$ cat config.mk
export PLATFORM = sky130hd
export DESIGN_NAME = pixel_capture
export DESIGN_NICKNAME = d
export VERILOG_FILES = /design/src/logic/pixel_pkg.sv /design/src/logic/pixel_capture.sv
export SDC_FILE = /design/constraint.sdc
export NUM_CORES = 1
export LEC_CHECK = 0
export BUFFER_PORTS_ARGS = -buffer_cell sky130_fd_sc_hd__buf_2
export CORE_UTILIZATION = 49
export DETAILED_ROUTE_END_ITERATION = 12
export PLACE_DENSITY = 0.75
export SLEW_MARGIN = 30
export SYNTH_ARGS = -nofsm -noshare
export SYNTH_HDL_FRONTEND = slang
export SYNTH_SLANG_ARGS = --single-unit
$ cat constraint.sdc
create_clock -name clock -period 2.5 [get_ports clock]
set_clock_uncertainty 0.2 [all_clocks]
set_input_delay 0.125 -clock clock [delete_from_list [all_inputs] [get_ports clock]]
set_output_delay 0.125 -clock clock [all_outputs]
set_load 0.01 [all_outputs]
$ cat src/logic/pixel_pkg.sv
`default_nettype none

package pixel_pkg;

    localparam int buffer_address_bits = 16;

    typedef struct packed {
        logic [7:0] red;
        logic [7:0] green;
        logic [7:0] blue;
    } rgb_t;

    // one pixel into the line ring
    typedef struct packed {
        logic                           enable;
        logic [buffer_address_bits-1:0] address;
        rgb_t                           data;
    } buffer_write_t;

endpackage

`default_nettype wire

$ cat src/logic/pixel_capture.sv
`default_nettype none

module pixel_capture #(
    parameter int line_length  = 320,
    parameter int buffer_lines = 16,
    parameter int start_lines  = 8
) (
    input  wire logic              clock,
    input  wire logic              reset,
    input  wire pixel_pkg::rgb_t   source_pixel,
    input  wire logic              source_valid,
    input  wire logic              source_line_start,
    input  wire logic              source_frame_start,
    output pixel_pkg::buffer_write_t buffer_write,
    output logic                   start_trigger
);

    localparam int aw = pixel_pkg::buffer_address_bits;

    localparam logic [aw-1:0] column_count = aw'(line_length);
    localparam logic [aw-1:0] last_column  = aw'(line_length - 1);
    localparam logic [aw-1:0] last_ring    = aw'(buffer_lines - 1);
    localparam logic [aw-1:0] trigger_line = aw'(start_lines - 1);

    logic [aw-1:0] column;
    logic [aw-1:0] line_count;  // line within the source frame
    logic [aw-1:0] ring_line;   // line count mod buffer_lines
    logic          line_open;   // first line_start of a frame only opens line 0
    logic          pixel_taken;
    logic          last_pixel_q;

    logic            write_enable;
    logic [aw-1:0]   write_address;
    pixel_pkg::rgb_t write_data;
    logic [aw-1:0]   next_address;

    assign pixel_taken = source_valid && (column < column_count); // extra pixels dropped

    always_comb begin
        next_address = aw'(int'(ring_line) * line_length + int'(column));
    end

    always_ff @(posedge clock) begin
        if (!reset) begin
            column        <= '0;
            line_count    <= '0;
            ring_line     <= '0;
            line_open     <= 1'b0;
            write_enable  <= 1'b0;
            last_pixel_q  <= 1'b0;
            start_trigger <= 1'b0;
        end else begin
            write_enable <= pixel_taken;
            last_pixel_q <= pixel_taken && (column == last_column) && (line_count == trigger_line);
            if (last_pixel_q) begin
                start_trigger <= 1'b1; // held until reset
            end

            if (source_frame_start) begin
                column     <= '0;
                line_count <= '0;
                ring_line  <= '0;
                line_open  <= source_line_start;
            end else if (source_line_start) begin
                column    <= '0;
                line_open <= 1'b1;
                if (line_open) begin
                    line_count <= line_count + 1'b1;
                    ring_line  <= (ring_line == last_ring) ? '0 : ring_line + 1'b1;
                end
            end else if (pixel_taken) begin
                column <= column + 1'b1;
            end
        end
    end

    // pixel payload
    always_ff @(posedge clock) begin
        write_address <= next_address;
        write_data    <= source_pixel;
    end

    assign buffer_write = '{enable: write_enable, address: write_address, data: write_data};

    write_in_ring: assert property (@(posedge clock) disable iff (!reset)
        write_enable |-> (int'(write_address) < line_length * buffer_lines));

endmodule

`default_nettype wire

==> metrics.log <==
[metrics] Worst EP required: around 2.6 ns
[metrics] Worst setup endpoint: write_address[15]
[metrics] effective utilization at floorplan: between 50% and 60%
[metrics] maximum clock path buffer count: 2
[metrics] overall power of the completed layout: about 2800 uW
[metrics] vias in the first global route: 2,746
[metrics] max_cap viols: 0
[metrics] top-level I/O count: 71
[metrics] slowest stage cell on the critical path: fa_2
[metrics] Detailed Route Iter0 Violations: between 60 and 70
[metrics] post-DR vias/cell: 4.883
[metrics] most frequent cells in the layout: 87 x dfxtp_1, 70 x buf_2, 51 x nor2_1, 28 x dlygate4sd3_1, 26 x xnor2_1
[metrics] Final nets: around 540
[metrics] Unique masters post-synth: 38
[metrics] antenna cells: 0
[metrics] global placer's final weighted congestion: 0.8429
[metrics] cells traversed along the worst timing path: ha_4 > ha_4 > fa_2 > a211oi_2 > o21a_1 > ha_4 > a211oi_2 > a21oi_2 > xnor2_1
[metrics] outcome: complete, but fails checks
[metrics] clock root cell: clkbuf_8
[metrics] global-route wire length before repair: ~12,000 um
[metrics] Crit. path cell count: 9
[metrics] Seq/Total Area, Yosys: between 50% and 60%
[metrics] worst min path class: primary input to flop
[metrics] total gr overflow: 0
[metrics] Largest stage delay, worst path: ~0.37 ns
[metrics] worst reg2reg endpoint: write_address[15]
[metrics] share of cells above drive strength 1: between 20% and 30%
[metrics] number of flops mapped to enable cells by yosys: 0
[metrics] source of the critical timing path: ring_line[1]
[metrics] worst reg-to-reg path cell count: 9
[metrics] H-tree lvl count: 3
[metrics] Syn Inst Count: between 300 and 400
[metrics] Clock power frac: just over 40%
[metrics] arrival time of the worst setup path: between 2 and 3 ns
[metrics] DIE WIDTH: 88.35 um
[metrics] Combinational Power Share: roughly 4.7%
[metrics] slew of the pin with the lowest slew margin: approximately 0.66 ns
[metrics] crit start category: flop
[metrics] HPWL Detailed: around 4800 um
[metrics] total core area: 0.007214 mm2
[metrics] clock buffers created by TritonCTS: 9
[metrics] die area: a little under 0.008 mm2
[metrics] count of pins over their slew limit: 0
[metrics] leading post-synthesis cells by cell area: dfxtp_1 50%, ha_1 8.6%, xnor2_1 6.5%
[metrics] Tot GR Track Use: 20.75%
[metrics] number of iterations in the first detailed-routing pass: 4
[metrics] type of the worst setup path: flop to flop
[metrics] total standard cell area after synthesis: between 0.003 and 0.004 mm2
[metrics] DRC violations left: 0
[metrics] source-to-sink clock delay at the later pin of the worst-skew pair: between 0.3 and 0.4 ns
[metrics] post-layout min period: approximately 2.5 ns
[metrics] average wire per cell in the routed design: ~13 um
[metrics] top flip-flop cell by instance count after synthesis: dfxtp_1
[metrics] pin count of the biggest net entering global routing: 20
[metrics] final clock period utilization by the worst path: 100.6%
[metrics] number of synthesized register bits: 92
[metrics] Max transition margin: roughly 56%
[metrics] total detailed-routing wirelength: approximately 7700 um
[metrics] slack of the worst reg-to-reg path: -0.02 ns
[metrics] power density over the cells: around 560 mW/mm2
[metrics] endpoint type of the worst setup path: flop
[metrics] total clock sinks: 92
[metrics] Internal: roughly 2200 uW
[metrics] area share of the largest cell type after synthesis: between 50% and 60%
[metrics] synthesized area per cell: 10.09 um2
[metrics] count of synthesis-stage warnings from yosys: 0
[metrics] worst-case setup slack after placement: -0.09528 ns
[metrics] remaining antenna violation count: 0
[metrics] most frequent standard cell in the layout excluding fill and tap cells: dfxtp_1
[metrics] failing checks: negative setup slack
[metrics] initial antenna violation count: 0
[metrics] Area growth syn-to-layout: 33.77%
[metrics] Hold Vio Cnt, Final: 0
[metrics] Worst path most repeated cell: ha_4
[metrics] worst vdd ir: 365.4 uV
[metrics] asr flop ratio synth: 0%
[metrics] number of vias after detailed routing: about 2,800
[metrics] switching power total: around 600 uW
[metrics] site row count: 31
[metrics] most area-hungry cell type in the Yosys netlist: dfxtp_1
[metrics] CTS tree: done
[metrics] post-synthesis net count: roughly 420
[metrics] final number of setup-violating endpoints: 1
[metrics] launching point of the worst reg2reg path: ring_line[1]
[metrics] top cell family by delay on the critical path: adder cells
[metrics] die height: between 80 and 90 um
[metrics] Port Buf Inserts: 70
[metrics] leakage power total: around 0.0021 uW
[metrics] setup ws final: -0.01584 ns
[metrics] unrepaired setup endpoints after global routing: true
[metrics] Clock Pin Slew Worst Setup and Hold Paths: about 0.10 ns
[metrics] Switching Fraction: between 20 and 25%
[metrics] sequential share of power: between 50% and 60%
[metrics] worst path buffer plus inverter count: 0
[metrics] largest driver fanout on the critical path: 4
[metrics] maximum clock frequency: just under 400 MHz
==> worst min-delay path, cell delays in order <==
cell	delay (ns)
buf_2	0.11
nand4_1	0.06
buf_4	0.18
nor2_1	0.06
==> layer usage <==
metal  part of all wire [%]  routed length (um)  vias to the layer above  GRT usage (%)
li1                       -                   -                     1464              -
met1                     45                3440                     1300          23.69
met2                     50                3822                       69          37.06
met3                    3.8                 292                       14          4.011
met4                    2.1                 164                        0          10.12
met5                      0                   0                        -              0
==> worst min path at each step <==
| stage | slack (ns) | cells after the start | start | to |
|---|---|---|---|---|
| floorplan | -0.05 | 0 | source_pixel[0] | buffer_write[0] |
| global placement | 0.03 | 1 | source_pixel[23] | buffer_write[23] |
| detailed placement | 0.03 | 1 | source_pixel[1] | buffer_write[1] |
| CTS | 0.008 | 4 | source_valid | write_enable |
| global route | 0.03 | 4 | source_valid | write_enable |
| finish | 0.03 | 4 | source_valid | write_enable |
==> sequential cells by signal, indices dropped and copies added (netlist names) <==
name,count
write_address,16
column,16
line_open,1
buffer_write,24
line_count,16
write_enable,1
ring_line,16
start_trigger,1
last_pixel_q,1
==> power groups by stage <==
stage	Clock [uW]	Combinational (uW)	Sequential, uW
finish	1130	128	1500
global route	1230	142	1500
CTS	1140	125	1490
detailed placement	0	90.5	1530
global placement	0	88.2	1530
floorplan	0	28.6	1540
==> logic make-up (layout without fill, tap and decap cells) <==
logic type | after synthesis | count (layout) | synth area share (%)
XOR/XNOR | 50 | 50 | 11.99
adder cells (fa/ha/maj) | 27 | 27 | 9.658
multiplexers | 1 | 1 | 0.2740
flip-flops | 92 | 92 | 50.41
AO/OA/AOI/OAI | 32 | 32 | 5.376
buffers and inverters | 19 | 141 | 2.397
AND/OR/NAND/NOR | 141 | 141 | 19.90
==> stage by stage <==
stage	cell area, um2	util, %	setup TNS (ns)	instances	hold slack (ns)
floorplan	3730	-	-0.01656	362	-0.04728
CTS	4826	66.89	-0.08030	583	0.007526
global route	4887	67.74	-0.1302	583	0.03015
detailed placement	4270	59.19	-0.1645	538	0.02906
finish	4887	67.74	-0.01584	583	0.02943
global placement	4270	59.19	-0.06582	538	0.02699
==> layout make-up <==
type | count | area [um2]
repair buffers | 114 | 754.5
well taps | 99 | 123.9
fillers | 551 | 2327
inverters | 11 | 41.29
multi-input cells | 251 | 1883
clock inverters | 6 | 93.84
flip-flops and latches | 92 | 1853
clock buffers | 10 | 137.6
==> synth_stat cells (2+ instances only) <==
library cell  instances
dfxtp_1              92
nor2_1               51
xnor2_1              27
ha_1                 25
nand2_1              24
xor2_1               23
a21oi_1              12
nand3_1              12
inv_1                11
nand4_1               9
and2_1                8
and3_1                7
o21ai_0               7
and4_1                6
nor4_1                6
nor3_1                5
clkbuf_1              4
nor2b_1               4
o21bai_1              3
a211oi_1              2
a21o_1                2
a31oi_1               2
buf_4                 2
fa_1                  2
nor4_4                2
or3_1                 2
==> repair_timing <==
item                                   4_1_cts  5_1_grt
hold buffers                                28        0
endpoints found under the hold margin       27        0
setup endpoints to repair                    3        5
buffers inserted                             1        0
pin swaps                                    8       10
gates resized for setup                      6       12
No activity file was read; power rests on OpenSTA's default activity.
