## config.mk

```make
export PLATFORM = sky130hd
export DESIGN_NAME = video_timing
export DESIGN_NICKNAME = d
export VERILOG_FILES = /design/src/logic/pixel_pkg.sv /design/src/logic/video_timing_pkg.sv /design/src/logic/video_timing.sv
export SDC_FILE = /design/constraint.sdc
export NUM_CORES = 1
export LEC_CHECK = 0
export ABC_AREA = 1
export BUFFER_PORTS_ARGS = -buffer_cell sky130_fd_sc_hd__buf_4
export CORE_MARGIN = 10
export CORE_UTILIZATION = 56
export CTS_BUF_LIST = sky130_fd_sc_hd__clkbuf_2
export DETAILED_ROUTE_END_ITERATION = 8
export MAX_ROUTING_LAYER = met4
export PLACE_DENSITY = 0.82
export SLEW_MARGIN = 20
export SYNTH_ARGS = -nofsm -noshare
export SYNTH_HDL_FRONTEND = slang
export SYNTH_SLANG_ARGS = --single-unit
```

## constraint.sdc

```tcl
create_clock -name clock -period 3.8 [get_ports clock]
set_input_delay 0.95 -clock clock [delete_from_list [all_inputs] [get_ports clock]]
set_output_delay 0.95 -clock clock [all_outputs]
set_load 0.05 [all_outputs]
```

## src/logic/pixel_pkg.sv

```systemverilog
`default_nettype none

package pixel_pkg;

    localparam int buffer_address_bits = 16;

    typedef struct packed {
        logic [7:0] red;
        logic [7:0] green;
        logic [7:0] blue;
    } rgb_t;

    // one pixel into the line ring
    typedef struct packed {
        logic                           enable;
        logic [buffer_address_bits-1:0] address;
        rgb_t                           data;
    } buffer_write_t;

endpackage

`default_nettype wire

```

## src/logic/video_timing_pkg.sv

```systemverilog
`default_nettype none

package video_timing_pkg;

    // how the source is shown
    typedef enum logic [1:0] {
        mode_progressive     = 2'd0, // doubler off
        mode_doubled_240p    = 2'd1, // doubler on, extra line
        mode_interlaced_480i = 2'd2  // doubler on, field toggles
    } scan_mode_e;

    // level inputs, any change restarts the display counters
    typedef struct packed {
        logic line_doubler;
        logic add_line;
    } video_mode_t;

    typedef enum logic {
        idle    = 1'b0, // waiting for start trigger
        running = 1'b1
    } timing_state_e;

    // output standard, both syncs active low
    localparam logic hsync_active = 1'b0;
    localparam logic vsync_active = 1'b0;

endpackage

`default_nettype wire

```

## src/logic/video_timing.sv

```systemverilog
`default_nettype none

module video_timing #(
    parameter int h_total      = 858,
    parameter int h_visible    = 720,
    parameter int h_sync_start = 736,
    parameter int h_sync_width = 62,
    parameter int h_offset     = 40,
    parameter int v_total      = 262,
    parameter int v_visible    = 240,
    parameter int v_sync_start = 244,
    parameter int v_sync_width = 3,
    parameter int v_offset     = 0,
    parameter int line_length  = 320,
    parameter int buffer_lines = 16,
    parameter int address_bits = 13
) (
    input  wire logic                         clock,
    input  wire logic                         reset,
    input  wire logic                         start_trigger,
    input  wire video_timing_pkg::video_mode_t mode,
    input  wire pixel_pkg::rgb_t              read_data,
    output logic [address_bits-1:0]           read_address,
    output pixel_pkg::rgb_t                   rgb,
    output logic                              hsync,
    output logic                              vsync,
    output logic                              draw_area,
    output logic                              field
);

    localparam int x_bits = $clog2(h_total);
    localparam int y_bits = $clog2(v_total + 1); // room for the added line
    localparam int run_bits = $clog2(h_total + 1);

    localparam logic [x_bits-1:0] x_start = x_bits'(h_offset);
    localparam logic [y_bits-1:0] y_start = y_bits'(v_offset);
    localparam logic [x_bits-1:0] x_last  = x_bits'(h_total - 1);

    video_timing_pkg::timing_state_e state;
    video_timing_pkg::video_mode_t   mode_q;
    video_timing_pkg::scan_mode_e    scan_mode;

    logic [x_bits-1:0] x_count;
    logic [y_bits-1:0] y_count;
    logic [x_bits-1:0] x_q;
    logic [y_bits-1:0] y_q;
    logic [y_bits-1:0] y_last;

    int x_pos;
    int y_pos;
    int x_pos_q;
    int y_pos_q;

    logic window_now;
    logic draw_now;
    logic window_q;
    logic window_q_q;
    logic draw_q;
    logic draw_q_q;
    logic hsync_next;
    logic vsync_next;
    logic hsync_q;
    logic vsync_q;
    logic field_q;

    logic [run_bits-1:0] hsync_run; // length of the current sync pulse

    // inset analog picture
    function automatic logic in_window(input int x, input int y);
        return x >= h_offset && x < h_visible - h_offset
            && y >= v_offset && y < v_visible - v_offset;
    endfunction

    function automatic logic in_draw(input int x, input int y);
        return x < h_visible && y < v_visible;
    endfunction

    always_comb begin
        if (!mode_q.line_doubler) begin
            scan_mode = video_timing_pkg::mode_progressive;
        end else if (mode_q.add_line) begin
            scan_mode = video_timing_pkg::mode_doubled_240p;
        end else begin
            scan_mode = video_timing_pkg::mode_interlaced_480i;
        end
        y_last = mode_q.add_line ? y_bits'(v_total) : y_bits'(v_total - 1);
    end

    always_comb begin
        x_pos      = int'(x_count);
        y_pos      = int'(y_count);
        window_now = in_window(x_pos, y_pos);
        draw_now   = in_draw(x_pos, y_pos);
        read_address = '0;
        if (window_now) begin
            read_address = address_bits'(((y_pos / 2 - v_offset / 2) % buffer_lines) * line_length
                                         + (x_pos / 2 - h_offset / 2));
        end
    end

    // syncs from the once-delayed position
    always_comb begin
        x_pos_q    = int'(x_q);
        y_pos_q    = int'(y_q);
        hsync_next = !video_timing_pkg::hsync_active;
        vsync_next = !video_timing_pkg::vsync_active;
        if (x_pos_q >= h_sync_start && x_pos_q < h_sync_start + h_sync_width) begin
            hsync_next = video_timing_pkg::hsync_active;
        end
        // one extra line so vsync ends on the hsync edge
        if (y_pos_q >= v_sync_start && y_pos_q <= v_sync_start + v_sync_width) begin
            if (!((y_pos_q == v_sync_start && x_pos_q < h_sync_start)
                  || (y_pos_q == v_sync_start + v_sync_width && x_pos_q >= h_sync_start))) begin
                vsync_next = video_timing_pkg::vsync_active;
            end
        end
    end

    always_ff @(posedge clock) begin
        if (!reset) begin
            state      <= video_timing_pkg::idle;
            mode_q     <= mode;
            x_count    <= x_start;
            y_count    <= y_start;
            x_q        <= '0;
            y_q        <= '0;
            window_q   <= 1'b0;
            window_q_q <= 1'b0;
            draw_q     <= 1'b0;
            draw_q_q   <= 1'b0;
            hsync_q    <= !video_timing_pkg::hsync_active;
            vsync_q    <= !video_timing_pkg::vsync_active;
            field_q    <= 1'b0;
        end else begin
            mode_q <= mode;
            if (mode != mode_q) begin
                // resync, restart on the (already high) trigger
                state      <= video_timing_pkg::idle;
                x_count    <= x_start;
                y_count    <= y_start;
                window_q   <= 1'b0;
                window_q_q <= 1'b0;
                draw_q     <= 1'b0;
                draw_q_q   <= 1'b0;
                hsync_q    <= !video_timing_pkg::hsync_active;
                vsync_q    <= !video_timing_pkg::vsync_active;
                field_q    <= 1'b0;
            end else if (state == video_timing_pkg::idle) begin
                if (start_trigger) begin
                    state   <= video_timing_pkg::running;
                    x_count <= x_start;
                    y_count <= y_start;
                end
            end else begin
                if (x_count != x_last) begin
                    x_count <= x_count + 1'b1;
                end else begin
                    x_count <= '0;
                    if (y_count != y_last) begin
                        y_count <= y_count + 1'b1;
                    end else begin
                        y_count <= '0;
                        field_q <= (scan_mode == video_timing_pkg::mode_interlaced_480i)
                                   ? !field_q : 1'b0;
                    end
                end

                x_q        <= x_count;
                y_q        <= y_count;
                window_q   <= window_now;
                window_q_q <= window_q; // lines up with read_data
                draw_q     <= draw_now;
                draw_q_q   <= draw_q;
                hsync_q    <= hsync_next;
                vsync_q    <= vsync_next;
            end
        end
    end

    always_ff @(posedge clock) begin
        if (!reset || hsync_q != video_timing_pkg::hsync_active) begin
            hsync_run <= '0;
        end else begin
            hsync_run <= hsync_run + 1'b1;
        end
    end

    assign rgb       = window_q_q ? read_data : '0; // black outside the window
    assign hsync     = hsync_q;
    assign vsync     = vsync_q;
    assign draw_area = draw_q_q;
    assign field     = field_q;

    hsync_pulse_width: assert property (@(posedge clock) disable iff (!reset)
        int'(hsync_run) <= h_sync_width);

    read_in_ring: assert property (@(posedge clock) disable iff (!reset)
        int'(read_address) < line_length * buffer_lines);

endmodule

`default_nettype wire

```

==> impl_metrics.yaml, run 1 <==
yosys:
  synth_area_um2: 3149
  synth.avg_cell_area_um2: 6.375
  synth_area_leaders: "dfxtp_1 30%, nand2_1 14%, inv_1 9.7%"
  synth_top_area_share_pct: 29.88
  ys.flop_type: "dfxtp_1"
  synthDistinctLibCells: 38
  synth-seq-cells: 47
  netlist_top_cells_count: "119 x nand2_1, 81 x inv_1, 47 x dfxtp_1, 47 x nor2_1, 42 x a21oi_1"
  synth_nets: 541
  async_reset_ff_share_pct: 0
  synth-edff-count: 0
  yosysSeqAreaShare_pct: 29.88
  syn-instance-count: 494
  yosysWarnings: 0
  synth_largest_area_cell: "dfxtp_1"
  synth.most_common_cell: "nand2_1"
setup_path:
  crit_required_ns: 2.85
  worstPathArrival_ns: 2.91
  end_kind: "output pin"
  startpoint: "y_count[4]"
  crit_type: "reg -> out"
  start_kind: "register"
  path_max_fanout: 3
  rr_startpoint: "x_count[6]"
die:
  die-area_um2: 9023
  design.core.area_um2: 5473
  rows: 27
  fp.dieW_um: 94.99
  io_pins: 70
  die_h_um: 94.99
  initial_core_util_pct: 57.54
clocking:
  h-tree-depth: 2
  cts_tree: "done"
  clock_sink_count: 47
  clkTransAtPathRegs_ns: 0.25
  cts_root_buf: "clkbuf_2"
  cts_made_buffers: 5
  clock_latency_ns: 0.43
  clock_path_buffers: 2
final_layout:
  syn_to_final_growth_pct: 24.75
  finalNetCount: 611
  final_util_pct: 71.79
  drive_gt1_share_pct: 23.89
  fillCellCount: 457
  seqCellArea_um2: 953.4
  multiInputGateArea_um2: 1853
  diodes: 0
timing:
  max_slew_margin_pct: 50.35
  fin_crit_sh_pct: 101.7
  min_period_ns: 3.864
  max_freq_mhz: 258.8
  timing.final.hold_violations: 0
  slew_viol_final: 0
  skew_ns: 0.01431
  rsz0062_at_grt: "yes"
  tightest_slew_ns: 0.7437
  setup_viol: 1
  setup_ws_ns: -0.06402
pwr:
  combPwrFrac_pct: 9.4
  power.leakage_nw: 1.901
  peakVddDrop_mv: 0.1675
  power_mw: 0.8677
  p_sw_mw: 0.2224
  swShare_pct: 25.63
  p_clk_share_pct: 32.5
  power_frac_seq_pct: 58.1
  p_int_mw: 0.6453
  power.density_nw_per_um2: 220.9
status:
  violations: "negative setup slack"
  status: "finished with violations"
detailed_routing:
  ant_nets: 0
  drtPass1Iterations: 4
  drtIter0Drc: 275
  dr_total_vias: 3314
  routed_wl_mm: 8.568
  vias_per_cell: 5.203
  drcViolationCount: 0
  avgRoutedWirePerCell_um: 13.45
global_route:
  grt_pass1_wl_mm: 13.60
  antenna_found_initial: 0
  grt_max_degree: 37
  grt_pass1_vias: 2971
  grt_overflow: 0
  grt_usage_pct: 18.78
min_path:
  hp-class: "reg -> reg"
  worstHoldStart: "y_q[6]"
placed_design:
  dpl.hpwl_mm: 6.303
  portBuffers: 69
  gp_congestion: 0.9185
job:
  maxCapViolations: 0
-- kinds of logic (layout without fill, tap and decap cells) --
kind of cell             count (synthesis)  after routing  share of synthesized area (%)
AND/OR/NAND/NOR                        233            233                          32.42
buffers and inverters                  108            179                          14.14
AO/OA/AOI/OAI                           83             83                          14.54
flip-flops                              47             47                          29.88
adder cells (fa/ha/maj)                 18             18                          7.628
XOR/XNOR                                 5              5                          1.391
-- routing by layer --
layer	vias up	GRT usage, %	wire length [um]
met3	10	2.538	608
li1	1687	-	-
met4	0	4.738	90
met1	1496	23.61	3547
met2	121	31.01	4322
met5	-	-	0
-- final cells by class --
class | instances | share of cell area, %
clock inverter | 3 | 1.083
clock buffer | 5 | 0.6369
multi-input combinational | 339 | 47.17
sequential | 47 | 24.27
timing repair buffer | 83 | 16.15
inverter | 88 | 8.408
tap | 72 | 2.293
-- flip-flops by register name, summed over array words and instances, names as in the netlist, 2 cells and up --
signal / cells
mode_q: 2
y_count: 9
x_count: 10
y_q: 9
x_q: 9
-- worst max-delay path, stage by stage, from the launching register on --
cell and delay, ns:
dfxtp_2 0.40, ha_4 0.24, ha_4 0.16, fa_2 0.35, xor2_1 0.15, ha_1 0.32
nand2_1 0.09, inv_1 0.06, nand4_1 0.09, o211ai_1 0.13, nand2b_1 0.16, nand2_1 0.07
nor2_2 0.09, buf_6 0.17
-- per-stage QoR --
stage | hold WS [ns] | setup WS (ns) | instance area [um2] | instances | TNS, ns
6_report | 0.4610 | -0.06402 | 3929 | 637 | -0.06402
5_1_grt | 0.4851 | -0.1692 | 3929 | 637 | -0.1760
4_1_cts | 0.4621 | -0.02317 | 3839 | 632 | -0.02317
3_5_place_dp | 0.4355 | 0.1861 | 3705 | 622 | 0
3_3_place_gp | 0.4316 | 0.3181 | 3705 | 622 | 0
2_1_floorplan | 0.4234 | 0.2305 | 3159 | 494 | 0
-- power by group through the flow --
stage	sequential (mW)	combinational [mW]	clock [mW]
finish	0.504	0.0817	0.282
global route	0.505	0.0903	0.301
CTS	0.504	0.0807	0.283
detailed placement	0.515	0.0801	0
global placement	0.515	0.0790	0
floorplan	0.515	0.0441	0
-- layout by cell type, fill, tap and decap left out, types with 2 or more instances in the layout --
| master | instances |
|---|---|
| a21oi_1 | 41 |
| buf_4 | 80 |
| buf_6 | 3 |
| clkbuf_2 | 5 |
| clkinv_1 | 2 |
| dfxtp_1 | 43 |
| dfxtp_4 | 3 |
| fa_2 | 2 |
| ha_1 | 10 |
| ha_2 | 3 |
| ha_4 | 3 |
| inv_1 | 81 |
| inv_2 | 6 |
| nand2_1 | 119 |
| nand2_2 | 6 |
| nand3_1 | 27 |
| nand4_1 | 9 |
| nor2_1 | 45 |
| nor2_2 | 7 |
| nor3_1 | 7 |
| nor3_2 | 4 |
| nor3b_1 | 2 |
| o211ai_1 | 2 |
| o21ai_0 | 30 |
| xnor2_1 | 2 |
| xor2_1 | 2 |
-- repair_timing --
item | 4_1_cts | 5_1_grt
pin swaps | 4 | 11
endpoints found under the hold margin | 0 | 0
cloned | 0 | 0
gates resized for setup | 14 | 14
hold buffers | 0 | 0
setup endpoints to repair | 5 | 5
buffers inserted | 2 | 5
-- path summary, 6_finish.rpt --
kind	end	cells past startpoint	slack, ns
max	read_address[12]	13	-0.06
min	y_q[6]	2	0.46
max reg2reg	window_q	8	2.08
min reg2reg	y_q[6]	2	0.46
(Power assumes the default switching activity.)
==> inputs of run 2 (changes only) <==
Settings changed: CORE_UTILIZATION 56 to 50, PLACE_DENSITY 0.82 to 0.75, SKIP_CTS_REPAIR_TIMING set to 1.
==> impl_metrics.yaml, run 2 (same netlist as run 1, synthesis figures left out) <==
detailed_routing:
  dr_total_vias: 3275
  drtIter0Drc: 240
  vias_per_cell: 5.101
  drcViolationCount: 0
  avgRoutedWirePerCell_um: 13.30
  drtPass1Iterations: 6
  ant_nets: 0
  routed_wl_mm: 8.536
final_layout:
  drive_gt1_share_pct: 24.34
  syn_to_final_growth_pct: 24.51
  design_area_um2: 3921
  diodes: 0
  top_register: "x_count"
  final_util_pct: 65.07
  finalNetCount: 613
  final_cell_mix: "118 x nand2_1, 82 x buf_4, 79 x inv_1"
  fillCellCount: 533
  largest_reg_flops: 10
  final_common_cell: "nand2_1"
timing:
  timing.final.hold_violations: 0
  rsz0062_at_grt: "yes"
  slew_viol_final: 0
  skew_ns: 0.01316
  max_slew_margin_pct: 48.01
  max_freq_mhz: 263.4
  fin_crit_sh_pct: 99.93
  setup_viol: 0
  tightest_slew_ns: 0.7788
  min_period_ns: 3.797
setup_path:
  crit_buf_inv: 2
  start_kind: "register"
  crit_type: "reg -> out"
  path_max_fanout: 3
  worstPathArrival_ns: 2.85
  end_kind: "output pin"
  critPathSlowestCell: "dfxtp_2"
  critical_path.top_delay_family: "adder cells"
  critPathMaxStageDelay_ns: 0.39
  crit_chain: "ha_4 > ha_4 > fa_2 > xor2_1 > ha_1 > nand2_2 > inv_2 > nand4_1 > o211ai_1 > nand2b_1 > nand2_1 > nor2_2 > buf_6"
  cpMostUsedCell: "ha_4"
  crit_required_ns: 2.85
clocking:
  h-tree-depth: 2
  clock_path_buffers: 2
  clock_sink_count: 47
  clock_latency_ns: 0.42
  cts_root_buf: "clkbuf_2"
  cts_made_buffers: 5
  clkTransAtPathRegs_ns: 0.25
  cts_tree: "done"
die:
  die-area_um2: 9873
  initial_core_util_pct: 52.26
  design.core.area_um2: 6026
  rows: 28
  io_pins: 70
  fp.dieW_um: 99.37
  die_h_um: 99.37
pwr:
  p_clk_share_pct: 26.7
  swShare_pct: 27.46
  p_sw_mw: 0.2187
  power.density_nw_per_um2: 203.1
  power_frac_seq_pct: 63.7
  peakVddDrop_mv: 0.1428
  combPwrFrac_pct: 9.7
  p_int_mw: 0.5778
  power.leakage_nw: 1.884
global_route:
  grt_pass1_wl_mm: 13.70
  antenna_found_initial: 0
  grt_usage_pct: 16.53
  grt_overflow: 0
  grt_pass1_vias: 2994
  grt_max_degree: 37
placed_design:
  portBuffers: 69
  place_area_um2: 3709
  gp_congestion: 0.9952
  dpl.hpwl_mm: 6.458
status:
  status: "completed"
min_path:
  hp-class: "reg -> reg"
job:
  maxCapViolations: 0
-- run 2: worst paths after layout --
check                                         to  cells after the start  slack [ns]        from
worst max-delay path            read_address[12]                     13       0.003  y_count[2]
worst min-delay path                      y_q[2]                      2        0.46      y_q[2]
worst max register to register        y_count[0]                      6        1.70       state
worst min register to register            y_q[2]                      2        0.46      y_q[2]
-- run 2: per-layer routing --
| layer | global-route usage, % | routed length (um) | vias to the layer above |
|---|---|---|---|
| li1 | - | - | 1691 |
| met1 | 20.17 | 3719 | 1479 |
| met2 | 27.71 | 4255 | 96 |
| met3 | 2.699 | 467 | 9 |
| met4 | 3.969 | 93 | 0 |
| met5 | - | 0 | - |
-- run 2: cell type report --
type                            instances  area, um2  area share, %
Clock inverter                          3      20.02         0.5105
Inverter                               88      330.3          8.424
Timing Repair Buffer                   85      649.4          16.56
Sequential cell                        47      954.7          24.35
Clock buffer                            5      25.02         0.6382
Tap cell                               75      93.84          2.393
Multi-Input combinational cell        339       1848          47.13
-- run 2: power by group through the flow --
stage	sequential (mW)	combinational, mW	clock [mW]
after detailed placement	0.519	0.0754	0
after floorplan	0.515	0.0441	0
final	0.507	0.0769	0.212
after CTS	0.509	0.0757	0.215
after global placement	0.519	0.0746	0
after global routing	0.509	0.0862	0.238
-- run 2: worst reg2reg max path: cells and delay by family (launching register included) --
family,cells,cell delay [ns]
flops,1,0.89
buf+inv,1,0.50
simple gates,4,0.57
compound gates,1,0.12
-- run 2: metrics by stage --
step	std cells	TNS (ns)	hold slack, ns	power, mW	worst slack (ns)
after floorplan	494	0	0.4234	0.5593	0.2305
after global placement	625	0	0.4309	0.5931	0.3518
after detailed placement	625	0	0.4359	0.5940	0.2633
after CTS	633	-0.7692	0.4628	0.7997	-0.2331
after global routing	642	-0.1528	0.4877	0.8327	-0.1528
final	642	0	0.4619	0.7964	0.002779
==> inputs of run 3 (changes only) <==
Settings changed: CORE_MARGIN 10 to unset, SLEW_MARGIN 20 to unset.
==> impl_metrics.yaml, run 3 (same netlist as run 1, synthesis figures left out) <==
status:
  status: "completed"
detailed_routing:
  drtIter0Drc: 204
  drcViolationCount: 0
  routed_wl_mm: 7.916
  avgRoutedWirePerCell_um: 12.33
  dr_total_vias: 3264
  drtPass1Iterations: 5
  vias_per_cell: 5.084
  ant_nets: 0
die:
  die_h_um: 81.37
  initial_core_util_pct: 52.57
  design.core.area_um2: 5991
  fp.dieW_um: 81.37
  rows: 28
  die-area_um2: 6620
  io_pins: 70
setup_path:
  start_kind: "register"
  crit_buf_inv: 2
  critPathSlowestCell: "dfxtp_4"
  end_kind: "output pin"
  crit_type: "reg -> out"
  critPathMaxStageDelay_ns: 0.42
  cpMostUsedCell: "nand2_1"
  path_max_fanout: 5
  crit_chain: "ha_4 > ha_2 > fa_2 > xor2_1 > ha_1 > nand2_1 > inv_1 > nand4_1 > o211ai_1 > nand2b_1 > nand2_1 > nor2_2 > buf_6"
  critical_path.top_delay_family: "adder cells"
  worstPathArrival_ns: 2.79
  crit_required_ns: 2.85
timing:
  min_period_ns: 3.742
  skew_ns: 0.01992
  slew_viol_final: 0
  timing.final.hold_violations: 0
  rsz0062_at_grt: "yes"
  fin_crit_sh_pct: 98.46
  setup_viol: 0
  max_freq_mhz: 267.3
  setup_ws_ns: 0.05836
  tightest_slew_ns: 0.8173
  max_slew_margin_pct: 45.44
placed_design:
  dp_slack_ns: 0.2534
  dpl.hpwl_mm: 5.767
  gp_congestion: 0.9259
  portBuffers: 69
  place_area_um2: 3716
clocking:
  clock_sink_count: 47
  cts_made_buffers: 5
  cts_root_buf: "clkbuf_2"
  clkTransAtPathRegs_ns: 0.25
  clock_path_buffers: 2
  cts_tree: "done"
  clock_latency_ns: 0.40
  h-tree-depth: 2
global_route:
  grt_overflow: 0
  grt_usage_pct: 24.78
  antenna_found_initial: 0
  grt_pass1_wl_mm: 12.54
  grt_pass1_vias: 2796
  grt_max_degree: 37
job:
  maxCapViolations: 0
final_layout:
  final_cell_mix: "119 x nand2_1, 83 x buf_4, 81 x inv_1"
  final_util_pct: 65.23
  design_area_um2: 3908
  top_register: "x_count"
  largest_reg_flops: 10
  syn_to_final_growth_pct: 24.08
  drive_gt1_share_pct: 23.10
  finalNetCount: 613
  diodes: 0
  final_common_cell: "nand2_1"
pwr:
  peakVddDrop_mv: 0.1975
  power.leakage_nw: 1.907
  power.density_nw_per_um2: 219.9
min_path:
  hp-class: "reg -> reg"
==> run 3: per-stage QoR <==
stage                     TNS [ns]  hold slack [ns]  instances  power (mW)
final                            0           0.4622        642      0.8592
after detailed placement         0           0.4371        626      0.5942
after CTS                  -0.2849           0.4643        634      0.8654
after global routing       -0.1166           0.4872        642      0.8944
after global placement           0           0.4329        626      0.5930
after floorplan                  0           0.4234        494      0.5593
==> run 3: layer usage <==
| layer | GRT usage [%] | vias up | part of all wire (%) |
|---|---|---|---|
| met3 | 3.146 | 4 | 6.3 |
| met5 | - | - | 0 |
| li1 | - | 1688 | - |
| met4 | 3.036 | 0 | 0.56 |
| met1 | 33.81 | 1472 | 46 |
| met2 | 39.92 | 100 | 47 |
==> run 3: cell type report <==
cell class | instances | area (um2)
fill | 543 | 2083
multi-input combinational | 339 | 1821
sequential | 47 | 949.7
timing repair buffer | 85 | 645.6
inverter | 88 | 330.3
tap | 75 | 93.84
clock inverter | 3 | 42.54
clock buffer | 5 | 25.02
==> run 3: final timing paths <==
kind,start,end,slack (ns),cells after the start
hold reg to reg,y_q[2],y_q[2],0.46,2
setup / recovery,y_count[2],read_address[12],0.06,13
hold / removal,y_q[2],y_q[2],0.46,2
setup reg to reg,state,field,1.63,5
==> run 3: tightest hold or removal path: cells and delay by family (launching register included) <==
| family | cells | cell delay, ns |
|---|---|---|
| buf+inv | 1 | 0.04 |
| flops | 1 | 0.37 |
| compound gates | 1 | 0.05 |
==> run 3: power by group <==
group	total, mW	switching, mW	internal, mW
clock	0.274	0.162	0.112
combinational	0.0775	0.0436	0.0339
sequential	0.508	0.00789	0.500
total	0.859	0.213	0.646
